==> src/verilog/ciPkg.sv <==
`default_nettype none

package ciPkg;

  // operand and result words
  localparam int CI_DATA_WIDTH = 32;

  typedef logic [CI_DATA_WIDTH-1:0] ciWord_t;

  // custom instruction numbers as seen on ciN
  typedef enum logic [7:0] {
    CI_DELAY   = 8'd6,
    CI_PROFILE = 8'd12,
    CI_GRAY    = 8'd13
  } ciOpcode_t;

  typedef enum logic {
    CI_RESETTING, // settle count running
    CI_READY
  } ciState_t;

  // reset sequencing
  localparam int RESET_SETTLE_CYCLES = 16;
  localparam int RESET_COUNT_WIDTH   = $clog2(RESET_SETTLE_CYCLES);
  localparam logic [RESET_COUNT_WIDTH-1:0] RESET_LAST_COUNT =
    RESET_COUNT_WIDTH'(RESET_SETTLE_CYCLES - 1);

  // 50 MHz system clock
  localparam ciWord_t CLOCKS_PER_MICROSECOND = 32'd50;

  // profiler
  localparam int PROFILE_COUNTERS     = 4;
  localparam int PROFILE_SELECT_WIDTH = $clog2(PROFILE_COUNTERS);

  // luma weights, scaled so that they add up to 256
  localparam logic [7:0] GRAY_RED_WEIGHT   = 8'd54;
  localparam logic [7:0] GRAY_GREEN_WEIGHT = 8'd183;
  localparam logic [7:0] GRAY_BLUE_WEIGHT  = 8'd19;

  localparam int GRAY_COMPONENT_WIDTH = 8;
  // 8x8 products, the weighted sum still fits in 16 bits
  localparam int GRAY_PRODUCT_WIDTH   = 16;

endpackage

`default_nettype wire

==> src/verilog/ciControl.sv <==
`timescale 1ns/1ps
`default_nettype none

module ciControl (
  input  wire                  s_systemClock,
  input  wire                  s_pllLocked,
  input  wire                  ciStart,
  input  wire ciPkg::ciOpcode_t ciN,
  input  wire                  delayDone,
  input  wire                  profileDone,
  input  wire                  grayDone,
  input  wire ciPkg::ciWord_t  delayResult,
  input  wire ciPkg::ciWord_t  profileResult,
  input  wire ciPkg::ciWord_t  grayResult,
  output logic                 ready,
  output logic                 delayStart,
  output logic                 profileStart,
  output logic                 grayStart,
  output logic                 ciDone,
  output ciPkg::ciWord_t       ciResult
);

  ciPkg::ciState_t                        state;
  logic [ciPkg::RESET_COUNT_WIDTH-1:0]    resetCount;
  logic                                   unknownStart;
  logic                                   unknownDone;

  // hold everything off until the clock has been stable for a while
  always_ff @(posedge s_systemClock or negedge s_pllLocked) begin
    if (!s_pllLocked) begin
      state      <= ciPkg::CI_RESETTING;
      resetCount <= '0;
    end else begin
      case (state)
        ciPkg::CI_RESETTING: begin
          if (resetCount == ciPkg::RESET_LAST_COUNT) begin
            state <= ciPkg::CI_READY;
          end else begin
            resetCount <= resetCount + 1'b1;
          end
        end
        default: begin
          state <= ciPkg::CI_READY; // stays here until the lock drops
        end
      endcase
    end
  end

  assign ready = (state == ciPkg::CI_READY);

  // single decode point for all units
  always_comb begin
    delayStart   = 1'b0;
    profileStart = 1'b0;
    grayStart    = 1'b0;
    unknownStart = 1'b0;
    if (ciStart && ready) begin
      case (ciN)
        ciPkg::CI_DELAY:   delayStart   = 1'b1;
        ciPkg::CI_PROFILE: profileStart = 1'b1;
        ciPkg::CI_GRAY:    grayStart    = 1'b1;
        default:           unknownStart = 1'b1;
      endcase
    end
  end

  // unknown opcodes finish next cycle with a zero result
  always_ff @(posedge s_systemClock or negedge s_pllLocked) begin
    if (!s_pllLocked) begin
      unknownDone <= 1'b0;
    end else begin
      unknownDone <= unknownStart;
    end
  end

  // units keep their result at zero when idle, so OR is enough
  assign ciDone   = delayDone | profileDone | grayDone | unknownDone;
  assign ciResult = delayResult | profileResult | grayResult;

endmodule

`default_nettype wire

==> src/verilog/ciSubsystem.sv <==
`timescale 1ns/1ps
`default_nettype none

module ciSubsystem (
  input  wire                   s_systemClock,
  input  wire                   s_pllLocked,
  input  wire                   ciStart,
  input  wire ciPkg::ciOpcode_t ciN,
  input  wire ciPkg::ciWord_t   ciDataA,
  input  wire ciPkg::ciWord_t   ciDataB,
  input  wire                   stall,
  input  wire                   busIdle,
  output logic                  ready,
  output logic                  ciDone,
  output ciPkg::ciWord_t        ciResult
);

  logic           delayStart;
  logic           profileStart;
  logic           grayStart;
  logic           delayDone;
  logic           profileDone;
  logic           grayDone;
  ciPkg::ciWord_t delayResult;
  ciPkg::ciWord_t profileResult;
  ciPkg::ciWord_t grayResult;

  ciControl control (
    .s_systemClock(s_systemClock),
    .s_pllLocked(s_pllLocked),
    .ciStart(ciStart),
    .ciN(ciN),
    .delayDone(delayDone),
    .profileDone(profileDone),
    .grayDone(grayDone),
    .delayResult(delayResult),
    .profileResult(profileResult),
    .grayResult(grayResult),
    .ready(ready),
    .delayStart(delayStart),
    .profileStart(profileStart),
    .grayStart(grayStart),
    .ciDone(ciDone),
    .ciResult(ciResult)
  );

  // operand A is the microsecond count
  delayUnit delay (
    .s_systemClock(s_systemClock),
    .s_pllLocked(s_pllLocked),
    .start(delayStart),
    .microseconds(ciDataA),
    .done(delayDone),
    .result(delayResult)
  );

  profileUnit profiler (
    .s_systemClock(s_systemClock),
    .s_pllLocked(s_pllLocked),
    .start(profileStart),
    .stall(stall),
    .busIdle(busIdle),
    .counterSelect(ciDataA),
    .command(ciDataB),
    .done(profileDone),
    .result(profileResult)
  );

  grayscaleUnit gray (
    .s_systemClock(s_systemClock),
    .s_pllLocked(s_pllLocked),
    .start(grayStart),
    .pixel(ciDataA),
    .done(grayDone),
    .result(grayResult)
  );

endmodule

`default_nettype wire

==> src/verilog/delayUnit.sv <==
`timescale 1ns/1ps
`default_nettype none

module delayUnit (
  input  wire                 s_systemClock,
  input  wire                 s_pllLocked,
  input  wire                 start,
  input  wire ciPkg::ciWord_t microseconds,
  output logic                done,
  output ciPkg::ciWord_t      result
);

  ciPkg::ciWord_t scaled;
  ciPkg::ciWord_t remaining;
  logic           busy;

  assign scaled = microseconds * ciPkg::CLOCKS_PER_MICROSECOND;

  // remaining counts the cycles left, done falls on the last one
  always_ff @(posedge s_systemClock or negedge s_pllLocked) begin
    if (!s_pllLocked) begin
      busy      <= 1'b0;
      remaining <= '0;
    end else if (start) begin
      busy      <= 1'b1;
      remaining <= (scaled == '0) ? ciPkg::ciWord_t'(1) : scaled; // zero still takes a cycle
    end else if (busy) begin
      remaining <= remaining - 1'b1;
      if (done) begin
        busy <= 1'b0;
      end
    end
  end

  assign done = busy && (remaining == ciPkg::ciWord_t'(1));

  // blocking delay only, nothing to return
  assign result = '0;

endmodule

`default_nettype wire

==> src/verilog/grayscaleUnit.sv <==
`timescale 1ns/1ps
`default_nettype none

module grayscaleUnit (
  input  wire                 s_systemClock,
  input  wire                 s_pllLocked,
  input  wire                 start,
  input  wire ciPkg::ciWord_t pixel,
  output logic                done,
  output ciPkg::ciWord_t      result
);

  localparam int CW = ciPkg::GRAY_COMPONENT_WIDTH;
  localparam int PW = ciPkg::GRAY_PRODUCT_WIDTH;

  logic [CW-1:0] red;
  logic [CW-1:0] green;
  logic [CW-1:0] blue;
  logic [PW-1:0] redProduct;
  logic [PW-1:0] greenProduct;
  logic [PW-1:0] blueProduct;
  logic [PW-1:0] weightedSum;
  logic [CW-1:0] gray;
  logic          stage1Valid;

  // rgb565 fields widened to 8 bits
  assign red   = {pixel[15:11], 3'b000};
  assign green = {pixel[10:5], 2'b00};
  assign blue  = {pixel[4:0], 3'b000};

  always_ff @(posedge s_systemClock) begin
    redProduct   <= red * ciPkg::GRAY_RED_WEIGHT;
    greenProduct <= green * ciPkg::GRAY_GREEN_WEIGHT;
    blueProduct  <= blue * ciPkg::GRAY_BLUE_WEIGHT;
    gray         <= weightedSum[PW-1:PW-CW]; // divide by 256
  end

  assign weightedSum = redProduct + greenProduct + blueProduct;

  // valid bits follow the data, one pixel per cycle
  always_ff @(posedge s_systemClock or negedge s_pllLocked) begin
    if (!s_pllLocked) begin
      stage1Valid <= 1'b0;
      done        <= 1'b0;
    end else begin
      stage1Valid <= start;
      done        <= stage1Valid;
    end
  end

  assign result = done ? ciPkg::ciWord_t'(gray) : '0;

endmodule

`default_nettype wire

==> src/verilog/profileUnit.sv <==
`timescale 1ns/1ps
`default_nettype none

module profileUnit (
  input  wire                 s_systemClock,
  input  wire                 s_pllLocked,
  input  wire                 start,
  input  wire                 stall,
  input  wire                 busIdle,
  input  wire ciPkg::ciWord_t counterSelect,
  input  wire ciPkg::ciWord_t command,
  output logic                done,
  output ciPkg::ciWord_t      result
);

  localparam int N = ciPkg::PROFILE_COUNTERS;

  logic [N-1:0]   enable;
  logic [N-1:0]   countEvent;
  logic [N-1:0]   setMask;
  logic [N-1:0]   clearMask;
  logic [N-1:0]   zeroMask;
  ciPkg::ciWord_t counters [N];
  ciPkg::ciWord_t sampled;

  // cycles, stalls, idle bus, busy and not stalled
  assign countEvent = {~stall & ~busIdle, busIdle, stall, 1'b1};

  assign setMask   = start ? command[N-1:0]     : '0;
  assign clearMask = start ? command[2*N-1:N]   : '0;
  assign zeroMask  = start ? command[3*N-1:2*N] : '0;

  always_ff @(posedge s_systemClock or negedge s_pllLocked) begin
    if (!s_pllLocked) begin
      enable <= '0;
      for (int i = 0; i < N; i++) begin
        counters[i] <= '0;
      end
    end else begin
      enable <= (enable & ~clearMask) | setMask;
      for (int i = 0; i < N; i++) begin
        if (zeroMask[i]) begin
          counters[i] <= '0;
        end else if (enable[i] && countEvent[i]) begin
          counters[i] <= counters[i] + 1'b1;
        end
      end
    end
  end

  // read value is the count before this edge's clear or increment
  always_ff @(posedge s_systemClock) begin
    if (start) begin
      sampled <= counters[counterSelect[ciPkg::PROFILE_SELECT_WIDTH-1:0]];
    end
  end

  always_ff @(posedge s_systemClock or negedge s_pllLocked) begin
    if (!s_pllLocked) begin
      done <= 1'b0;
    end else begin
      done <= start;
    end
  end

  assign result = done ? sampled : '0;

endmodule

`default_nettype wire
==> config.mk <==
export PLATFORM = sky130hd
export DESIGN_NAME = ciSubsystem
export DESIGN_NICKNAME = d
export VERILOG_FILES = /design/src/verilog/ciPkg.sv /design/src/verilog/ciControl.sv /design/src/verilog/ciSubsystem.sv /design/src/verilog/delayUnit.sv /design/src/verilog/grayscaleUnit.sv /design/src/verilog/profileUnit.sv
export SDC_FILE = /design/constraint.sdc
export NUM_CORES = 1
export LEC_CHECK = 0
export ABC_AREA = 0
export BUFFER_PORTS_ARGS = -buffer_cell sky130_fd_sc_hd__buf_2
export CAP_MARGIN = 25
export CORE_UTILIZATION = 60
export DETAILED_ROUTE_END_ITERATION = 10
export GPL_TIMING_DRIVEN = 0
export HOLD_SLACK_MARGIN = 0.1
export PLACE_DENSITY = 0.87
export SYNTH_ARGS = -nofsm -noshare
export SYNTH_HDL_FRONTEND = slang
export SYNTH_SLANG_ARGS = --single-unit
==> constraint.sdc <==
create_clock -name s_systemClock -period 4.5 [get_ports s_systemClock]
set_clock_uncertainty 0.1 [all_clocks]
set_input_delay 0.225 -clock s_systemClock [delete_from_list [all_inputs] [get_ports s_systemClock]]
set_output_delay 0.225 -clock s_systemClock [all_outputs]
set_load 0.05 [all_outputs]
# After elaboration in Yosys (flattened, before gate mapping)
# Cells that the tools add are included.
[word_totals] in_bits=77 regBits=248
[classes] eq_ne=5 n_reduce_logical=13 n_addsub=8 mul=4 mux=32 bitwise=13 order_cmp=1
[op_table] op="2-to-1 mux 32 bit" n=14
[op_table] op="adder 32 x 1 -> 32 bit (second input constant)" n=4
[op_table] op="binary-select mux 32 bit (select 2 bit)" n=1
[op_table] op="== test 32 x 1 -> 1 bit (second input constant)" n=1
[op_table] op="logical NOT 32 bit" n=1
[op_table] op="multiplier 32 x 5 -> 31 bit (second input constant)" n=1
[op_table] op="OR 32 bit" n=1
[op_table] op="subtractor 32 x 1 -> 32 bit (second input constant)" n=1
[op_table] op="multiplier 5 x 5 -> 10 bit (second input constant)" n=2
[op_table] op="adder 14 x 16 -> 16 bit" n=1
[op_table] op="adder 16 x 13 -> 16 bit" n=1
[op_table] op="== test 8 x 4 -> 1 bit (second input constant)" n=2
[op_table] op="multiplier 6 x 8 -> 14 bit (second input constant)" n=1
[op_table] op="2-to-1 mux 1 bit" n=13
[op_table] op="2-to-1 mux 4 bit" n=3
[op_table] op="nonzero test 2 bit" n=5
[op_table] op="== test 8 x 3 -> 1 bit (second input constant)" n=1
[op_table] op="2-to-1 mux 8 bit" n=1
[op_table] op="logical AND 1 bit" n=5
[op_table] op="adder 4 x 1 -> 4 bit (second input constant)" n=1
[op_table] op="bitwise AND 4 bit" n=1
[op_table] op="== test 4 bit (second input constant)" n=1
[op_table] op="NOT 1 bit" n=4
[op_table] op="NOT 4 bit" n=1
[op_table] op="other kinds (7)" n=9

# Depth between registers and ports, before layout
# Gate-level depths: netlist (run 1).
[logic_depth] word_depth=7 ltp_mapped=17 depth_no_buf=17

# Hierarchy
# From an unflattened synthesis (run 1), not the netlist that was laid out.
[unflattened] cells_unflattened=1899 area_unflattened_um2=18142.4
[by_module_without_submodules] module="profileUnit" cells_each=876 instances=1 seq_area_each_um2=4289.1 area_per_inst_um2=9103.7
[by_module_without_submodules] module="delayUnit" cells_each=623 instances=1 seq_area_each_um2=825.8 area_per_inst_um2=5052.3
[by_module_without_submodules] module="grayscaleUnit" cells_each=337 instances=1 seq_area_each_um2=870.8 area_per_inst_um2=3475.8
[by_module_without_submodules] module="ciControl" cells_each=63 instances=1 seq_area_each_um2=150.1 area_per_inst_um2=510.5

# Least setup slack after synthesis (run 1)
# No wires, ideal clock.
[synth_path] kind="input to register" start="input ciDataA[1]" end="register delay.remaining[1]" path_stages=17 arrival_ns=3.918 setup_time_ns=0.119 n_path_buf=2 setup_slack_ns=0.363 path_cell_list="clkbuf_1 -> buf_1 -> inv_1 -> ha_1 -> ha_1 -> ha_1 -> inv_1 -> fa_1 -> nand2b_1 -> a21oi_1 -> o22a_1 -> a41oi_2 -> xnor2_1 -> nand4b_1 -> a2111oi_2 -> and4_1 -> nor2_1"
[synth_between] elab_chain_len=4
[synth_lines] item="start: declaration" line_no="ciSubsystem.sv:9" text="input wire ciPkg::ciWord_t ciDataA,"
[synth_lines] item="multiplier 32 x 5 -> 31 bit" line_no="delayUnit.sv:17" text="assign scaled = microseconds * ciPkg::CLOCKS_PER_MICROSECOND;"
[synth_lines] item="logical NOT 32 bit" line_no="delayUnit.sv:26" text="remaining <= (scaled == '0) ? ciPkg::ciWord_t'(1) : scaled;"
[synth_lines] item="2-to-1 mux 32 bit" line_no="delayUnit.sv:26"
[synth_lines] item="2-to-1 mux 32 bit" line_no="delayUnit.sv:24" text="end else if (start) begin"
[synth_lines] item="end signal: assignment" line_no="delayUnit.sv:26"
[synth_lines] item="end signal: assignment" line_no="delayUnit.sv:28" text="remaining <= remaining - 1'b1;"
[synth_lines] item="end: declaration" line_no="delayUnit.sv:14" text="ciPkg::ciWord_t remaining;"
# No other way between the ends.
# A chain may end at the register's enable or synchronous reset.

# Worst setup path in the final report (run 1)
[layout_path] start="input ciDataA[4]" end="register delay.remaining[1]"
# The elaborated chain is that of the path after synthesis.

==> results of run 1 <==
## flip-flops by register name (all words and copies together) (netlist names)
signal,cells
delay.busy,1
control.resetCount,4
gray.done,1
delay.remaining,32
profiler.done,1
control.ready,1
profiler.counters,128
gray.redProduct,10
gray.blueProduct,10
control.unknownDone,1
profiler.sampled,32
gray.gray,8
profiler.enable,4
gray.greenProduct,13
gray.stage1Valid,1
## metrics by stage
stage	instance area (um^2)	hold WS (ns)
after floorplan	16500	-0.171
after global placement	17300	0.235
after detailed placement	17400	0.122
final	18600	0.115
after global routing	18600	0.135
after CTS	18600	0.101
## timing repair
action	in CTS	in global routing
pin swaps	0	1
buffers inserted	0	1
gates resized for setup	1	11
setup endpoints to repair	3	3
hold buffers	27	0
endpoints found under the hold margin	102	0
## cell families (layout without fill, tap and decap cells)
logic type      Yosys count  count (layout)
simple gates            557             557
flops                   247             247
compound gates          246             246
fa+ha+maj               193             193
xor+xnor                187             187
buf+inv                 180             349
mux                      39              39
other cells               0               1
## path summary, 6_finish.rpt
path | slack, ns | cells past startpoint | endpoint
setup / recovery | 0.13 | 17 | delay.remaining[1]
setup reg to reg | 1.15 | 8 | profiler.counters[89]
min in group asynchronous | 0.15 | 2 | profiler.counters[61]
hold reg to reg | 0.26 | 0 | gray.done
hold / removal | 0.12 | 3 | gray.redProduct[6]
max in group asynchronous | 3.28 | 3 | profiler.counters[72]
## metal layers
layer  up-vias  wire length (um)
met5         -                 0
met2       644             19300
met4         0              1070
li1       6009                 -
met1      6435             17300
met3        79              3330
## power by group
part,leakage (nW),total [W],switching (W),internal (W)
combinational,5.41,0.00271,0.00153,0.00118
clock,0.436,0.00225,0.000907,0.00134
sequential,2.97,0.00269,0.000185,0.00251
total,8.82,0.00765,0.00262,0.00503
## cell type report
cell class	count	area [um^2]
clock buffer	39	761
timing repair buffer	121	798
clock inverter	9	138
inverter	132	495
multi-input combinational	1222	9630
fill	1837	8320
tap	341	427
sequential	247	6140
buffer	48	240
antenna	1	2.50
## cell usage after synthesis (all sizes together), types with 16 or more instances
| cell | number |
|---|---|
| inv | 132 |
| or3 | 28 |
| ha | 147 |
| o21ai | 57 |
| and2 | 34 |
| xor2 | 110 |
| a21oi | 87 |
| a21o | 16 |
| and3 | 30 |
| nand2 | 108 |
| dfxtp | 41 |
| nor2 | 183 |
| edfxtp | 32 |
| xnor2 | 77 |
| nand3 | 52 |
| nand4 | 25 |
| dfrtp | 174 |
| nor3 | 32 |
| mux4 | 32 |
| clkbuf | 37 |
| fa | 46 |
## critical path, cell delays in order
cell and delay, ns:
dlygate4sd3_1 0.54, buf_2 0.20, ha_1 0.33, ha_1 0.29, inv_1 0.05, fa_1 0.52, inv_1 0.05, ha_1 0.34
a21oi_1 0.21, o211ai_1 0.15, and4b_1 0.23, or3_1 0.39, a221oi_1 0.28, nand4b_1 0.17, a2111oi_2 0.35, and4_4 0.31
nor2_1 0.06
## cell usage in the layout, fill, tap and decap left out, types with 52 or more instances in the layout
| cell | count |
|---|---|
| a21oi_1 | 85 |
| nand2_1 | 106 |
| ha_1 | 147 |
| nor2_1 | 181 |
| inv_1 | 132 |
| buf_2 | 92 |
| xor2_1 | 109 |
| nand3_1 | 52 |
| dfrtp_1 | 174 |
| xnor2_1 | 77 |
==> run_results.csv, run 1 <==
group,metric,value,unit
floorplan,coreArea,0.0270,mm^2
cts,clkLatencyLatePin,0.55,ns
yosys,synth_seq_cells,247,
detailed_routing,ant_nets,0,
finish,final_core_util,69.1,%
timing,fin_setup_tns,0,ns
placed_design,place_inst,2082,
floorplan,initial_core_util,61.1,%
detailed_routing,wl_per_cell,19.0,um
timing,hold_violations,0,
yosys,yosysSeqAreaShare,37.3,%
grt,grt_use_met1,41.3,%
placed_design,post-place-ws,-0.649,ns
worst_setup_path,worstReg2RegStart,"profiler.enable[1]",
yosys,syn_inst,1649,
worst_setup_path,crit_start,"ciDataA[4]",
finish,instances_no_fill,2160,
timing,fmax,229,MHz
yosys,synth_top_area_share,26.4,%
yosys,ys_warn_count,0,
yosys,yosysUniqueCellTypes,89,
yosys,synthXorXnorAreaFrac,9.94,%
yosys,synthTopCellsByArea,"dfrtp_1, ha_1, xor2_1",
grt,grt_pass1_vias,13100,
yosys,synth_nets,1919,
power,p_leak,8.82,nW
floorplan,die-area,0.0281,mm^2
cts,cts_tree,"built",
yosys,muxShareOfSynthArea,4.82,%
worst_hold_path,min-delay-start,"ciDataA[13]",
worst_setup_path,startpoint_type,"primary input",
cts,cts.sinks,247,
cts,root_buffer,"clkbuf_16",
timing,drv_slew,0,
detailed_routing,routed_wl,41.1,mm
worst_setup_path,critical_path_class,"primary input to flop",
power,powerDensity,411,mW/mm^2
floorplan,die_h,168,um
detailed_routing,drtIter0Drc,1514,
outcome,status,"completed",
timing,finalCritPeriodShare,97.1,%
cts,htreeDepth,1,
worst_setup_path,required,4.83,ns
placed_design,place.gp.congestion,0.922,
grt,met2_usage,49.2,%
detailed_routing,drt-vias-per-instance,6.10,
grt,grt_pass1_wl,66.8,mm
worst_setup_path,cp_max_fo,7,
grt,busiest_layer,"met2",
yosys,async_flop_share,70.4,%
timing,period_minus_slack,4.37,ns
finish,final_layout_size_suffix_gt1_share,12.0,%
timing,slew_headroom,41.1,%
worst_setup_path,worstPathArrival,4.70,ns
finish,fin_nets,2068,
floorplan,chipWidth,168,um
cts,numCtsBuffers,26,
grt,grt_overflow,0,
placed_design,io_buffer_count,88,
yosys,synth_area_leader_cell,"dfrtp_1",
yosys,synth_compound_area_share,9.79,%
power,vdd_drop_max,298,uV
power,total_power,0.00765,W
worst_setup_path,cp-end-kind,"flop",
floorplan,ios,111,
detailed_routing,route.detailed.drc,0,
finish,syn_to_final_growth,13.1,%
yosys,synth_edf_count,32,
placed_design,dp_hpwl,30.4,mm
yosys,syn_avg_cell_area,9.99,um^2
grt,grt_max_degree,101,
timing,setup_viol,0,
timing,worst_pin_slew,0.884,ns
yosys,synth_fa_ha_area_share,16.8,%
floorplan,rows,60,
grt,antenna_found_initial,0,
yosys,synth_top_family_by_area,"simple AND/OR/NAND/NOR gates",
worst_hold_path,hp-class,"primary input to flop",
cts,clkTransAtPathRegs,0.06,ns
yosys,synth_flop_cell,"dfrtp_1",
timing,setup_ws,0.130,ns
detailed_routing,firstDrtPassIters,5,
yosys,yosys.area_share.simple,17.0,%
grt,grt_util_met3,4.18,%
cts,clk_path_buf_depth,3,
grt,grt.total_usage,29.8,%
job,drv_cap,0,
detailed_routing,vias,13200,
yosys,synth_area,0.0165,mm^2
Power figures use the tool's default switching activity.
==> run 2: changes to the inputs <==
--- a/config.mk
+++ b/config.mk
@@ -13,6 +13,7 @@
 export GPL_TIMING_DRIVEN = 0
 export HOLD_SLACK_MARGIN = 0.1
 export PLACE_DENSITY = 0.87
+export SETUP_SLACK_MARGIN = 0.2
 export SYNTH_ARGS = -nofsm -noshare
 export SYNTH_HDL_FRONTEND = slang
 export SYNTH_SLANG_ARGS = --single-unit
==> constraint.sdc (replaced) <==
create_clock -name s_systemClock -period 4.5 [get_ports s_systemClock]
set_clock_uncertainty 0.1 [all_clocks]
set_input_delay 0.225 -clock s_systemClock [delete_from_list [all_inputs] [get_ports s_systemClock]]
set_output_delay 0.225 -clock s_systemClock [all_outputs]
set_load 0.01 [all_outputs]
==> run 2 against run 1 <==
Global-route usage rose by 0.12 points. Critical path depth did not move. Count of clock-buffer cells in the layout did not move. First-iteration DRC count rose by 2.5%. Final area fell by 0.13%. Sequential power barely moved. Worst hold slack improved by 0.0011 ns. Flip-flop and latch count did not move. Largest cell class unchanged. Largest power group is now registers.
==> run_results.csv, run 2 (synthesis gave the netlist of run 1 again) <==
group,metric,value,unit
outcome,status,"completed",
detailed_routing,wl_per_cell,19.0,um
finish,syn_to_final_growth,13.0,%
floorplan,coreArea,0.0270,mm^2
detailed_routing,vias,13100,
power,p_leak,8.81,nW
timing,hold_violations,0,
floorplan,rows,60,
grt,antenna_found_initial,0,
floorplan,die-area,0.0281,mm^2
worst_setup_path,cp_top_family,"adder cells",
timing,drv_slew,0,
timing,finalCritPeriodShare,92.0,%
cts,numCtsBuffers,26,
worst_setup_path,startpoint_type,"primary input",
floorplan,chipWidth,168,um
worst_setup_path,cpMostUsedCell,"ha_1",
placed_design,place.gp.congestion,0.922,
worst_setup_path,worstReg2RegStart,"profiler.enable[1]",
worst_setup_path,r2r_slack,1.19,ns
timing,fin_setup_tns,0,ns
timing,period_minus_slack,4.14,ns
power,powerDensity,410,mW/mm^2
detailed_routing,routed_wl,41.1,mm
grt,grt_max_degree,101,
worst_setup_path,crit_chain,"buf_2, clkbuf_1, inv_1, ha_1, ha_1, ha_1, inv_1, fa_1, nand2b_1, a21oi_1, o22a_1, a41oi_2, xnor2_1, nand4b_1, a2111oi_2, and4_1, nor2_1",
timing,setup_viol,0,
detailed_routing,drt-vias-per-instance,6.09,
worst_setup_path,cpPeakStageDelay,0.48,ns
timing,rsz0062_at_grt,"false",
cts,cts.sinks,247,
finish,fin_nets,2067,
cts,clkLatencyLatePin,0.55,ns
cts,postCtsSetupBuffers,0,
power,total_power,0.00763,W
timing,worst_pin_slew,0.874,ns
worst_hold_path,hp-class,"primary input to flop",
worst_setup_path,required,4.83,ns
floorplan,ios,111,
worst_setup_path,cp_slowest_cell,"clkbuf_1",
cts,clkTransAtPathRegs,0.06,ns
finish,largest_reg_flops,128,
job,drv_cap,0,
worst_setup_path,worstPathArrival,4.46,ns
finish,largest_register,"profiler.counters",
timing,fmax,242,MHz
cts,root_buffer,"clkbuf_16",
detailed_routing,firstDrtPassIters,6,
worst_setup_path,cp-end-kind,"flop",
worst_setup_path,reg2regPathDepth,8,
floorplan,initial_core_util,61.1,%
grt,grt_pass1_vias,13100,
grt,grt_pass1_wl,67.1,mm
floorplan,die_h,168,um
power,vdd_drop_max,297,uV
finish,final_cell_mix,"nor2_1, dfrtp_1, ha_1, inv_1, xor2_1",
worst_setup_path,crit_start,"ciDataA[0]",
worst_setup_path,cp_max_fo,6,
detailed_routing,route.detailed.drc,0,
placed_design,io_buffer_count,88,
cts,htreeDepth,1,
placed_design,dp_hpwl,30.4,mm
worst_setup_path,crit_cells,17,
cts,clk_path_buf_depth,3,
worst_setup_path,critPathCapture,"delay.remaining[1]",
worst_setup_path,crit_buf_inv,4,
finish,top_regs,"profiler.counters (128), delay.remaining (32), profiler.sampled (32)",
cts,cts_tree,"built",
finish,layout_commonest_cell,"nor2_1",
grt,grt.total_usage,29.9,%
grt,grt_overflow,0,
timing,slew_headroom,41.7,%
worst_setup_path,timing.rr.end,"profiler.counters[89]",
finish,final_layout_size_suffix_gt1_share,11.7,%
detailed_routing,drtIter0Drc,1552,
worst_setup_path,critical_path_class,"primary input to flop",
detailed_routing,ant_nets,0,
==> run 2: worst min-delay path: stages <==
cell and delay, ns:
buf_2 0.07, and2_1 0.10, clkbuf_1 0.23, a21oi_1 0.07
==> run 2: area by class of cell <==
cell class                      count  area [um^2]
Timing Repair Buffer              120          791
Clock inverter                      9          138
Inverter                          132          495
Sequential cell                   247         6140
Clock buffer                       39          761
Fill cell                        1845         8350
Tap cell                          341          427
Buffer                             48          240
Antenna cell                        1         2.50
Multi-Input combinational cell   1222         9610
==> run 2: routing by layer <==
metal	vias up	GRT usage [%]	part of all wire (%)
li1	6005	-	-
met1	6424	41.6	43
met2	620	49.2	47
met3	90	4.23	7.8
met4	0	8.02	2.6
met5	-	0	0
==> run 2: worst min path at each step <==
stage                                        to  depth (start not counted)        startpoint  slack, ns
after floorplan                   control.ready                          0       s_pllLocked      -0.17
after global placement                gray.done                          0  gray.stage1Valid       0.24
after detailed placement  profiler.counters[59]                          1       s_pllLocked       0.12
after CTS                 profiler.counters[41]                          4       ciDataB[10]       0.11
after global routing        gray.blueProduct[5]                          3        ciDataA[0]       0.13
final                     profiler.counters[91]                          4        ciDataB[9]       0.12
==> run 2: per-stage QoR <==
stage               hold WS (ns)  util (%)  worst slack [ns]  area, um^2  std cells
finish                     0.116      69.0             0.361       18600       2159
global route               0.135      69.0             0.226       18600       2158
CTS                        0.105      69.0             0.394       18600       2157
detailed placement         0.122      64.6            -0.649       17400       2082
global placement           0.235      64.3            -0.830       17300       2078
floorplan                 -0.171         -             0.363       16500       1649
==> run 2: what timing repair did <==
| item | in CTS | in global routing |
|---|---|---|
| resized for setup | 2 | 3 |
| gates cloned | 0 | 0 |
| hold buffers | 27 | 0 |
| setup endpoints to repair | 4 | 3 |
| hold endpoints to repair | 102 | 0 |
==> run 2: where the power goes <==
part,switching (W),internal (W)
registers,0.000185,0.00251
logic,0.00152,0.00117
clock network,0.000908,0.00134
==> run 3: changes to the inputs <==
--- a/config.mk
+++ b/config.mk
@@ -13,6 +13,7 @@
 export GPL_TIMING_DRIVEN = 0
 export HOLD_SLACK_MARGIN = 0.1
 export PLACE_DENSITY = 0.87
+export REMOVE_ABC_BUFFERS = 1
 export SETUP_SLACK_MARGIN = 0.2
 export SYNTH_ARGS = -nofsm -noshare
 export SYNTH_HDL_FRONTEND = slang
==> run 3 against run 2 <==
Register-to-register slack got worse by 0.09 ns. Die area unchanged. Final area about the same. Total power increased by 1.1%. Core utilization about the same. Sequential power about the same. First-iteration DRC count decreased by 15%. Global-route usage decreased by 0.070 points. Flip-flop and latch count unchanged. Worst hold slack improved by 0.0046 ns. Final cell count decreased by 2.0%. Largest cell class unchanged.
==> run_results.csv, run 3 (synthesis gave the netlist of run 1 again) <==
group,metric,value,unit
timing,period_minus_slack,4.16,ns
cts,clkLatencyLatePin,0.54,ns
worst_setup_path,timing.rr.end,"profiler.counters[93]",
power,internal_power,0.00507,W
worst_setup_path,reg2regPathDepth,8,
power,p_sw,0.00264,W
floorplan,coreArea,0.0270,mm^2
timing,setup_viol,0,
timing,setup_ws,0.341,ns
timing,fmax,240,MHz
detailed_routing,drt-vias-per-instance,6.21,
power,swShare,34.3,%
finish,layout_commonest_cell,"nor2_1",
worst_setup_path,worstPathArrival,4.49,ns
worst_hold_path,min_path_cells,3,
worst_hold_path,min-delay-start,"ciDataA[10]",
detailed_routing,routed_wl,41.6,mm
power,powerDensity,415,mW/mm^2
finish,insertedDiodeCount,0,
floorplan,die-area,0.0281,mm^2
worst_setup_path,startpoint_type,"primary input",
timing,rsz0062_at_grt,"false",
timing,worst_pin_slew,0.926,ns
worst_setup_path,cp_max_fo,4,
cts,postCtsSetupBuffers,0,
worst_hold_path,hp-class,"primary input to flop",
finish,final_layout_size_suffix_gt1_share,12.7,%
power,power_frac_comb,35.2,%
placed_design,dp_hpwl,28.9,mm
power,p_leak,8.79,nW
worst_setup_path,crit_buf_inv,2,
cts,clk_path_buf_depth,3,
detailed_routing,ant_nets,0,
cts,clkTransAtPathRegs,0.07,ns
placed_design,post-place-ws,-0.433,ns
placed_design,placed_area,0.0173,mm^2
grt,grt.total_usage,29.8,%
worst_setup_path,cp_slowest_cell,"dlygate4sd3_1",
worst_setup_path,critical_path_class,"primary input to flop",
floorplan,rows,60,
detailed_routing,wl_per_cell,19.7,um
grt,grt_overflow,0,
floorplan,die_h,168,um
finish,seqCellArea,0.00614,mm^2
timing,slew_headroom,38.1,%
placed_design,io_buffer_count,89,
placed_design,place.gp.congestion,0.878,
power,vdd_drop_max,277,uV
worst_setup_path,cp_top_family,"adder cells",
worst_setup_path,worstReg2RegStart,"profiler.enable[1]",
job,drv_cap,0,
worst_setup_path,required,4.83,ns
cts,cts.sinks,247,
power,seq_power_share,34.9,%
floorplan,initial_core_util,61.1,%
timing,hold_violations,0,
power,p_clk_share,29.9,%
worst_setup_path,cpPeakStageDelay,0.54,ns
worst_hold_path,holdPathEnd,"gray.greenProduct[15]",
finish,fin_nets,2025,
timing,finalCritPeriodShare,92.4,%
grt,antenna_found_initial,0,
worst_setup_path,cp-end-kind,"flop",
detailed_routing,vias,13100,
finish,final_cell_mix,"nor2_1, dfrtp_1, ha_1, inv_1, xor2_1",
worst_setup_path,r2r_slack,1.10,ns
grt,grt_max_degree,94,
finish,design_area,0.0186,mm^2
finish,multi_input_area,0.00969,mm^2
grt,grt_pass1_vias,13500,
worst_setup_path,crit_chain,"dlygate4sd3_1, buf_2, ha_1, ha_4, xor2_2, ha_1, ha_4, o211ai_1, o211ai_1, and4b_1, or3_4, a221oi_2, nand4b_1, a2111oi_2, and4_4, nor2_1",
cts,root_buffer,"clkbuf_16",
detailed_routing,route.detailed.drc,0,
floorplan,chipWidth,168,um
outcome,status,"completed",
grt,grt_pass1_wl,67.6,mm
timing,drv_slew,0,
cts,cts_tree,"built",
finish,largest_reg_flops,128,
finish,syn_to_final_growth,13.0,%
finish,n_fill_cell,1800,
finish,top_regs,"profiler.counters (128), delay.remaining (32), profiler.sampled (32)",
cts,numCtsBuffers,26,
cts,htreeDepth,1,
finish,largest_register,"profiler.counters",
detailed_routing,firstDrtPassIters,6,
floorplan,ios,111,
timing,fin_setup_tns,0,ns
detailed_routing,drtIter0Drc,1321,
[run 3: area by class of cell]
type / instances / area share [%]
clock buffer: 36 / 4.32
tap: 341 / 2.29
sequential: 247 / 33.0
multi-input combinational: 1222 / 52.1
clock inverter: 12 / 0.686
inverter: 132 / 2.66
timing repair buffer: 126 / 4.99
[run 3: metal layers]
layer  global-route usage, %  wire length (um)
met1                    38.9             16600
met2                    49.6             20000
met3                    4.85              3250
met4                    12.3              1720
met5                       0                 0
[run 3: worst max-delay path by stage]
stage,from,end,slack [ns],cells after the start
finish,ciDataA[3],delay.remaining[1],0.34,16
global route,ciDataA[3],delay.remaining[1],0.15,16
CTS,ciDataA[3],delay.remaining[1],0.20,16
detailed placement,ciDataA[1],delay.remaining[1],-0.43,16
global placement,ciN[5],profiler.counters[27],-2.06,10
floorplan,ciN[5],profiler.counters[27],0.18,9
[run 3: per-stage QoR]
| step | utilization (%) | power, W | hold WS (ns) | cells |
|---|---|---|---|---|
| after floorplan | - | 0.00463 | -0.171 | 1601 |
| after global placement | 63.5 | 0.00513 | 0.234 | 2031 |
| after detailed placement | 64.3 | 0.00529 | 0.187 | 2042 |
| after CTS | 68.6 | 0.00762 | 0.108 | 2114 |
| after global routing | 69.1 | 0.00815 | 0.126 | 2116 |
| final | 69.1 | 0.00772 | 0.121 | 2116 |
[run 3: repair_timing]
action	CTS	global route
resized for setup	2	12
pin swaps	0	7
setup endpoints to repair	3	3
hold buffers	24	0
endpoints found under the hold margin	123	0
[run 3: worst min-delay path, cell delays in order]
cell and delay, ns:
buf_2 0.19, ha_1 0.20, xnor2_1 0.08
[run 3: power groups by stage]
stage                     sequential, W  clock, W  combinational [W]
final                           0.00269   0.00231            0.00271
after detailed placement        0.00272         0            0.00257
after CTS                       0.00268   0.00231            0.00263
after floorplan                 0.00267         0            0.00195
after global placement          0.00271         0            0.00243
after global routing            0.00271   0.00241            0.00303
